==> src/mult_pkg.sv <==
package mult_pkg;

    localparam int OPERAND_W   = 16;
    localparam int PRODUCT_W   = 2 * OPERAND_W;
    localparam int AXIL_DATA_W = 32;
    localparam int AXIL_ADDR_W = 5;
    localparam int AXIL_STRB_W = AXIL_DATA_W / 8;

    typedef logic [OPERAND_W-1:0]   operand_t;
    typedef logic [PRODUCT_W-1:0]   product_t;
    typedef logic [AXIL_DATA_W-1:0] axil_data_t;
    typedef logic [AXIL_ADDR_W-1:0] axil_addr_t;
    typedef logic [AXIL_STRB_W-1:0] axil_strb_t;
    typedef logic [1:0]             axil_resp_t;

    // Register map, byte offsets
    localparam axil_addr_t REG_CTRL      = 5'h00;
    localparam axil_addr_t REG_STATUS    = 5'h04;
    localparam axil_addr_t REG_OPERAND_A = 5'h08;
    localparam axil_addr_t REG_OPERAND_B = 5'h0C;
    localparam axil_addr_t REG_RESULT    = 5'h10;

    localparam int CTRL_START_BIT  = 0;
    localparam int STATUS_BUSY_BIT = 0;
    localparam int STATUS_DONE_BIT = 1;

    localparam axil_resp_t RESP_OKAY = 2'b00;

    typedef struct packed {
        logic       awvalid;
        axil_addr_t awaddr;
        logic       wvalid;
        axil_data_t wdata;
        axil_strb_t wstrb;
        logic       bready;
        logic       arvalid;
        axil_addr_t araddr;
        logic       rready;
    } axil_req_t;

    typedef struct packed {
        logic       awready;
        logic       wready;
        logic       bvalid;
        axil_resp_t bresp;
        logic       arready;
        logic       rvalid;
        axil_data_t rdata;
        axil_resp_t rresp;
    } axil_rsp_t;

    // Controller to datapath
    typedef struct packed {
        logic load;
        logic shift;
        logic acc_add;
    } mult_ctrl_t;

    // Datapath to controller
    typedef struct packed {
        logic a_lsb;
        logic finish;
    } dp_status_t;

    typedef enum logic [1:0] {
        IDLE,
        LOAD,
        CALC
    } ctrl_state_e;

endpackage

==> src/mult_controller.sv <==
module mult_controller
(
    input  logic                   clk,
    input  logic                   reset,
    input  logic                   start,
    input  mult_pkg::dp_status_t   dp_status,
    output mult_pkg::mult_ctrl_t   ctrl,
    output logic                   busy,
    output logic                   done
);

    mult_pkg::ctrl_state_e state;
    mult_pkg::ctrl_state_e state_next;

    always_ff @(posedge clk, negedge reset)
    begin
        if (!reset)
        begin
            state <= mult_pkg::IDLE;
        end
        else
        begin
            state <= state_next;
        end
    end

    always_comb
    begin
        state_next = state;
        case (state)
            mult_pkg::IDLE:
            begin
                if (start)
                begin
                    state_next = mult_pkg::LOAD;
                end
            end
            mult_pkg::LOAD:
            begin
                state_next = mult_pkg::CALC;
            end
            mult_pkg::CALC:
            begin
                // No set bits left above the current one
                if (dp_status.finish)
                begin
                    state_next = mult_pkg::IDLE;
                end
            end
            default:
            begin
                state_next = mult_pkg::IDLE;
            end
        endcase
    end

    always_comb
    begin
        ctrl = '0;
        busy = 1'b0;
        done = 1'b0;
        case (state)
            mult_pkg::LOAD:
            begin
                ctrl.load = 1'b1;
                busy      = 1'b1;
            end
            mult_pkg::CALC:
            begin
                ctrl.shift   = 1'b1;
                ctrl.acc_add = dp_status.a_lsb;
                busy         = 1'b1;
                done         = dp_status.finish;
            end
            default:
            begin
                ctrl = '0;
            end
        endcase
    end

endmodule

==> src/mult_datapath.sv <==
module mult_datapath
(
    input  logic                   clk,
    input  logic                   reset,
    input  mult_pkg::mult_ctrl_t   ctrl,
    input  mult_pkg::operand_t     operand_a,
    input  mult_pkg::operand_t     operand_b,
    output mult_pkg::dp_status_t   dp_status,
    output mult_pkg::product_t     product
);

    // Multiplier shifts right, multiplicand shifts left
    mult_pkg::operand_t mplier_q;
    mult_pkg::product_t mcand_q;
    mult_pkg::product_t acc_q;

    always_ff @(posedge clk, negedge reset)
    begin
        if (!reset)
        begin
            mplier_q <= '0;
            mcand_q  <= '0;
        end
        else if (ctrl.load)
        begin
            mplier_q <= operand_a;
            mcand_q  <= mult_pkg::PRODUCT_W'(operand_b);
        end
        else if (ctrl.shift)
        begin
            mplier_q <= mplier_q >> 1;
            mcand_q  <= mcand_q << 1;
        end
    end

    always_ff @(posedge clk, negedge reset)
    begin
        if (!reset)
        begin
            acc_q <= '0;
        end
        else if (ctrl.load)
        begin
            acc_q <= '0;
        end
        else if (ctrl.acc_add)
        begin
            acc_q <= acc_q + mcand_q;
        end
    end

    // Current bit is the last one once everything above it is clear,
    // so the loop runs highest-set-bit plus one cycles
    always_comb
    begin
        dp_status.a_lsb  = mplier_q[0];
        dp_status.finish = (mplier_q[mult_pkg::OPERAND_W-1:1] == '0);
    end

    assign product = acc_q;

endmodule

==> src/mult_axil_regs.sv <==
module mult_axil_regs
(
    input  logic                   clk,
    input  logic                   reset,
    input  mult_pkg::axil_req_t    axil_req,
    output mult_pkg::axil_rsp_t    axil_rsp,
    input  logic                   busy,
    input  logic                   done,
    input  mult_pkg::product_t     product,
    output logic                   start,
    output mult_pkg::operand_t     operand_a,
    output mult_pkg::operand_t     operand_b
);

    logic                 wr_fire;
    logic                 rd_fire;
    logic                 start_req;
    logic                 bvalid_q;
    logic                 rvalid_q;
    mult_pkg::axil_data_t rdata_q;
    mult_pkg::axil_data_t rdata_next;
    mult_pkg::operand_t   operand_a_q;
    mult_pkg::operand_t   operand_b_q;
    mult_pkg::product_t   result_q;
    logic                 done_q;
    logic                 done_sticky;

    // One transaction per channel, so a pending response blocks the next
    assign wr_fire = axil_req.awvalid && axil_req.wvalid && !bvalid_q;
    assign rd_fire = axil_req.arvalid && !rvalid_q;

    assign start_req = wr_fire
                    && (axil_req.awaddr == mult_pkg::REG_CTRL)
                    && axil_req.wdata[mult_pkg::CTRL_START_BIT]
                    && !busy;

    always_comb
    begin
        axil_rsp         = '0;
        axil_rsp.awready = wr_fire;
        axil_rsp.wready  = wr_fire;
        axil_rsp.bvalid  = bvalid_q;
        axil_rsp.bresp   = mult_pkg::RESP_OKAY;
        axil_rsp.arready = !rvalid_q;
        axil_rsp.rvalid  = rvalid_q;
        axil_rsp.rdata   = rdata_q;
        axil_rsp.rresp   = mult_pkg::RESP_OKAY;
    end

    // Write response
    always_ff @(posedge clk, negedge reset)
    begin
        if (!reset)
        begin
            bvalid_q <= 1'b0;
        end
        else if (wr_fire)
        begin
            bvalid_q <= 1'b1;
        end
        else if (axil_req.bready)
        begin
            bvalid_q <= 1'b0;
        end
    end

    // Operand registers, wstrb ignored
    always_ff @(posedge clk, negedge reset)
    begin
        if (!reset)
        begin
            operand_a_q <= '0;
            operand_b_q <= '0;
        end
        else if (wr_fire)
        begin
            if (axil_req.awaddr == mult_pkg::REG_OPERAND_A)
            begin
                operand_a_q <= axil_req.wdata[mult_pkg::OPERAND_W-1:0];
            end
            if (axil_req.awaddr == mult_pkg::REG_OPERAND_B)
            begin
                operand_b_q <= axil_req.wdata[mult_pkg::OPERAND_W-1:0];
            end
        end
    end

    assign operand_a = operand_a_q;
    assign operand_b = operand_b_q;

    always_ff @(posedge clk, negedge reset)
    begin
        if (!reset)
        begin
            start <= 1'b0;
        end
        else
        begin
            start <= start_req;
        end
    end

    // Accumulator settles one edge after the done pulse
    always_ff @(posedge clk, negedge reset)
    begin
        if (!reset)
        begin
            done_q      <= 1'b0;
            done_sticky <= 1'b0;
            result_q    <= '0;
        end
        else
        begin
            done_q <= done;
            if (done_q)
            begin
                result_q <= product;
            end
            // New start wins over a finishing one
            if (start_req)
            begin
                done_sticky <= 1'b0;
            end
            else if (done)
            begin
                done_sticky <= 1'b1;
            end
        end
    end

    always_comb
    begin
        rdata_next = '0;
        case (axil_req.araddr)
            mult_pkg::REG_STATUS:
            begin
                rdata_next[mult_pkg::STATUS_BUSY_BIT] = busy || start;
                rdata_next[mult_pkg::STATUS_DONE_BIT] = done_sticky;
            end
            mult_pkg::REG_OPERAND_A:
            begin
                rdata_next = mult_pkg::AXIL_DATA_W'(operand_a_q);
            end
            mult_pkg::REG_OPERAND_B:
            begin
                rdata_next = mult_pkg::AXIL_DATA_W'(operand_b_q);
            end
            mult_pkg::REG_RESULT:
            begin
                rdata_next = mult_pkg::AXIL_DATA_W'(result_q);
            end
            default:
            begin
                rdata_next = '0;
            end
        endcase
    end

    // Read response held until rready
    always_ff @(posedge clk, negedge reset)
    begin
        if (!reset)
        begin
            rvalid_q <= 1'b0;
            rdata_q  <= '0;
        end
        else if (rd_fire)
        begin
            rvalid_q <= 1'b1;
            rdata_q  <= rdata_next;
        end
        else if (axil_req.rready)
        begin
            rvalid_q <= 1'b0;
        end
    end

endmodule

==> src/mult_top.sv <==
module mult_top
(
    input  logic                  clk,
    input  logic                  reset,
    input  mult_pkg::axil_req_t   axil_req,
    output mult_pkg::axil_rsp_t   axil_rsp
);

    logic                 start;
    logic                 busy;
    logic                 done;
    mult_pkg::operand_t   operand_a;
    mult_pkg::operand_t   operand_b;
    mult_pkg::product_t   product;
    mult_pkg::mult_ctrl_t ctrl;
    mult_pkg::dp_status_t dp_status;

    mult_axil_regs u_regs
    (
        .clk       (clk),
        .reset     (reset),
        .axil_req  (axil_req),
        .axil_rsp  (axil_rsp),
        .busy      (busy),
        .done      (done),
        .product   (product),
        .start     (start),
        .operand_a (operand_a),
        .operand_b (operand_b)
    );

    mult_controller u_controller
    (
        .clk       (clk),
        .reset     (reset),
        .start     (start),
        .dp_status (dp_status),
        .ctrl      (ctrl),
        .busy      (busy),
        .done      (done)
    );

    mult_datapath u_datapath
    (
        .clk       (clk),
        .reset     (reset),
        .ctrl      (ctrl),
        .operand_a (operand_a),
        .operand_b (operand_b),
        .dp_status (dp_status),
        .product   (product)
    );

endmodule

==> config.mk <==
export PLATFORM = sky130hd
export DESIGN_NAME = mult_top
export DESIGN_NICKNAME = d
export VERILOG_FILES = /design/src/mult_pkg.sv /design/src/mult_controller.sv /design/src/mult_datapath.sv /design/src/mult_axil_regs.sv /design/src/mult_top.sv
export SDC_FILE = /design/constraint.sdc
export NUM_CORES = 1
export LEC_CHECK = 0
export BUFFER_PORTS_ARGS = -buffer_cell sky130_fd_sc_hd__buf_2
export CORE_MARGIN = 3
export CORE_UTILIZATION = 40
export DETAILED_ROUTE_END_ITERATION = 12
export PLACE_DENSITY = 0.67
export SYNTH_ARGS = -nofsm -noshare
export SYNTH_HDL_FRONTEND = slang
export SYNTH_SLANG_ARGS = --single-unit
==> constraint.sdc <==
create_clock -name clk -period 6.65 [get_ports clk]
set_input_delay 0 -clock clk [delete_from_list [all_inputs] [get_ports clk]]
set_output_delay 0 -clock clk [all_outputs]
set_load 0.01 [all_outputs]
==> results.ini <==
[global_route]
grt_start_max_net_pins=123
grt_pass1_wl_um=33700
grt_pass1_vias=6621
grt.total_usage_pct=16.8
grt-ovfl-total=0
antenna_found_initial=0

[floorplanning]
core_area_um2=22700
die_h_um=158
start_util_pct=40.8
num_io_pins=94
row_count=55
die_area_um2=25000
die_w_um=158

[power_and_ir_drop]
vdd_drop_max_mv=0.192
leakage_nw=4.94
power.density_nw_per_um2=345

[timing]
tightest_slew_ps=1100
tns_ps=0
hold_viol_final=0
setup_viol=0
slew_viol_final=0
rsz0062_at_grt=no
maxClockFrequency_mhz=320
period_share_pct=47.1
fin_skew_ps=9.15
slew_headroom_pct=26.6
period_needed_ps=3130

[cts]
clockBufferDepth=2
clkSinkCount=183
insertion_delay_ps=440
cts_root_buf=clkbuf_16
path_clk_slew_ps=70
cts_tree=done
numCtsBuffers=17
cts-htree-levels=4
cts_resized=0

[detailed_routing]
ant_nets=0
drt_pass1_iterations=4
post_drt_wl_per_cell_um=15.7
drc=0
routed_wl_um=20100
viasPerCell=5.26
num_vias=6761
drt_iter0_drc=446

[setup_path]
critPathSlowestCell=dfrtp_1
path_delay_family=compound AO/OA/AOI/OAI gates
cp.required_ps=6990
crit_type=reg -> reg
start_kind=flop
end_kind=flop
crit_arrival_ps=3470
critPathMostFrequentCell=o21a_1
crit_fanout=4
worstPathCellList=ha_1 > inv_1 > fa_1 > and2b_1 > o31ai_2 > and4bb_4 > o21a_1 > o21ai_1 > a31oi_1 > o21a_1 > or3_1 > a311oi_1
max_stage_delay_ps=390
path_buf_inv=1

[synthesis]
synthFlopType=dfrtp_1
syn_area_per_cell_um2=9.99
synth_top_area_cell=dfrtp_1
yosys_warnings=0
synth_area_um2=9260
yosysSeqAreaShare_pct=49.5
synth-seq-cells=183
synth_edf_count=0
synth_top_area_share_pct=49.5
synthArstFlopShare_pct=100
synthDistinctLibCells=57
synth_area_leaders=dfrtp_1 (49%), mux2_2 (9.9%), nand2_1 (4.9%)
syn_inst=927

[layout]
final_common_cell=dfrtp_1
mostFrequentLayoutCells=dfrtp_1 (182), nand2_1 (120), a21oi_1 (81), mux2_2 (81), o21ai_0 (78)
final_area_um2=10600
fin_nets=1075
area_growth_pct=14.3
n_antenna_cell=0
final.fill_count=2138
drive_above_1_share_pct=20.0
final_cells=1285

[placed_design]
dp.cells=1231
gp_congestion=0.856
portBuffers=69
placed_cell_area_um2=9780
dp_hpwl_um=13500

[hold_path]
hp-class=in -> reg

[run_status]
outcome=finished clean

[run]
cap_violations=0

## through the flow
step | power, mW | hold WS, ps | setup WS, ps | util, %
global route | 3.92 | 44.6 | 3310 | 46.6
CTS | 3.68 | 28.0 | 3530 | 46.6
global placement | 2.61 | 180 | 3580 | 43.1
floorplan | 2.36 | -296 | 3890 | -
finish | 3.65 | 43.1 | 3520 | 46.6
detailed placement | 2.64 | 197 | 3550 | 43.1
## where the power goes
group          internal [mW]  leakage [nW]  switching (mW)
registers               1.28          2.43           0.143
logic                  0.479          2.24           0.734
clock network          0.533         0.283           0.483
## layer usage
metal / part of all wire [%] / wire length, um / vias up / track usage, %
met5: 0 / 0 / - / 0
met3: 3.6 / 727 / 15 / 3.42
met1: 50 / 10100 / 3275 / 24.2
li1: - / - / 3363 / -
met2: 45 / 9100 / 108 / 25.9
met4: 0.91 / 184 / 0 / 4.71
## worst paths after layout
kind,cells after the start,endpoint,startpoint,slack [ps]
setup / recovery,12,u_datapath.product[28],u_datapath.mcand_q[0],3520
hold / removal,4,u_regs.start,axil_req[49],40
setup reg to reg,12,u_datapath.product[28],u_datapath.mcand_q[0],3520
hold reg to reg,2,u_regs.rdata_q[16],u_regs.rdata_q[16],470
max in group asynchronous,3,u_regs.operand_a[3],reset,5020
min in group asynchronous,2,u_regs.rdata_q[12],reset,280
## cells by family (layout without fill, tap and decap cells)
family                     Yosys count  in the layout  synth area share (%)
adders and majority gates           35             35                  4.81
DFF                                183            183                  49.5
and+or+nand+nor                    255            255                  12.0
muxes                              112            112                  13.2
AOI/OAI and AO/OA                  231            231                  14.7
other                                1              4                0.0405
xor gates and xnor gates            18             18                  1.70
buffers and inverters               92            162                  4.08
## state kept, by name (all words and copies together) (netlist names), 2 cells and up
signal	count
u_regs.result_q	32
u_regs.rdata_q	32
u_regs.operand_b	16
u_datapath.mcand_q	32
u_datapath.product	32
u_regs.operand_a	16
u_controller.state	2
u_datapath.mplier_q	16
## final cells by class
type,count,area (um2),share of cell area (%)
flip-flops and latches,183,4580,43.3
multi-input cells,655,4320,40.8
repair buffers,98,627,5.92
clock buffers,17,425,4.02
well taps,285,357,3.37
clock inverters,15,156,1.48
inverters,32,120,1.13
## cell usage after synthesis, types with 9 or more instances
master,n
xnor2_1,11
mux2i_1,31
mux2_2,81
nand3_1,14
a21o_1,17
a21oi_1,81
nor2_1,69
inv_1,32
o21ai_0,78
dfrtp_1,183
ha_1,34
nand2_1,121
a22oi_1,16
clkbuf_1,43
nand4_1,9
## worst min-delay path: cells and delay by family
| family | cells | cell delay (ps) |
|---|---|---|
| buffers and inverters | 1 | 70 |
| AND/OR/NAND/NOR | 3 | 360 |
## repair_timing
| action | 4_1_cts | 5_1_grt |
|---|---|---|
| hold buffers | 22 | 0 |
| endpoints found under the hold margin | 157 | 0 |
| buffers inserted | 0 | 0 |
No activity file was read; power rests on OpenSTA's default activity.
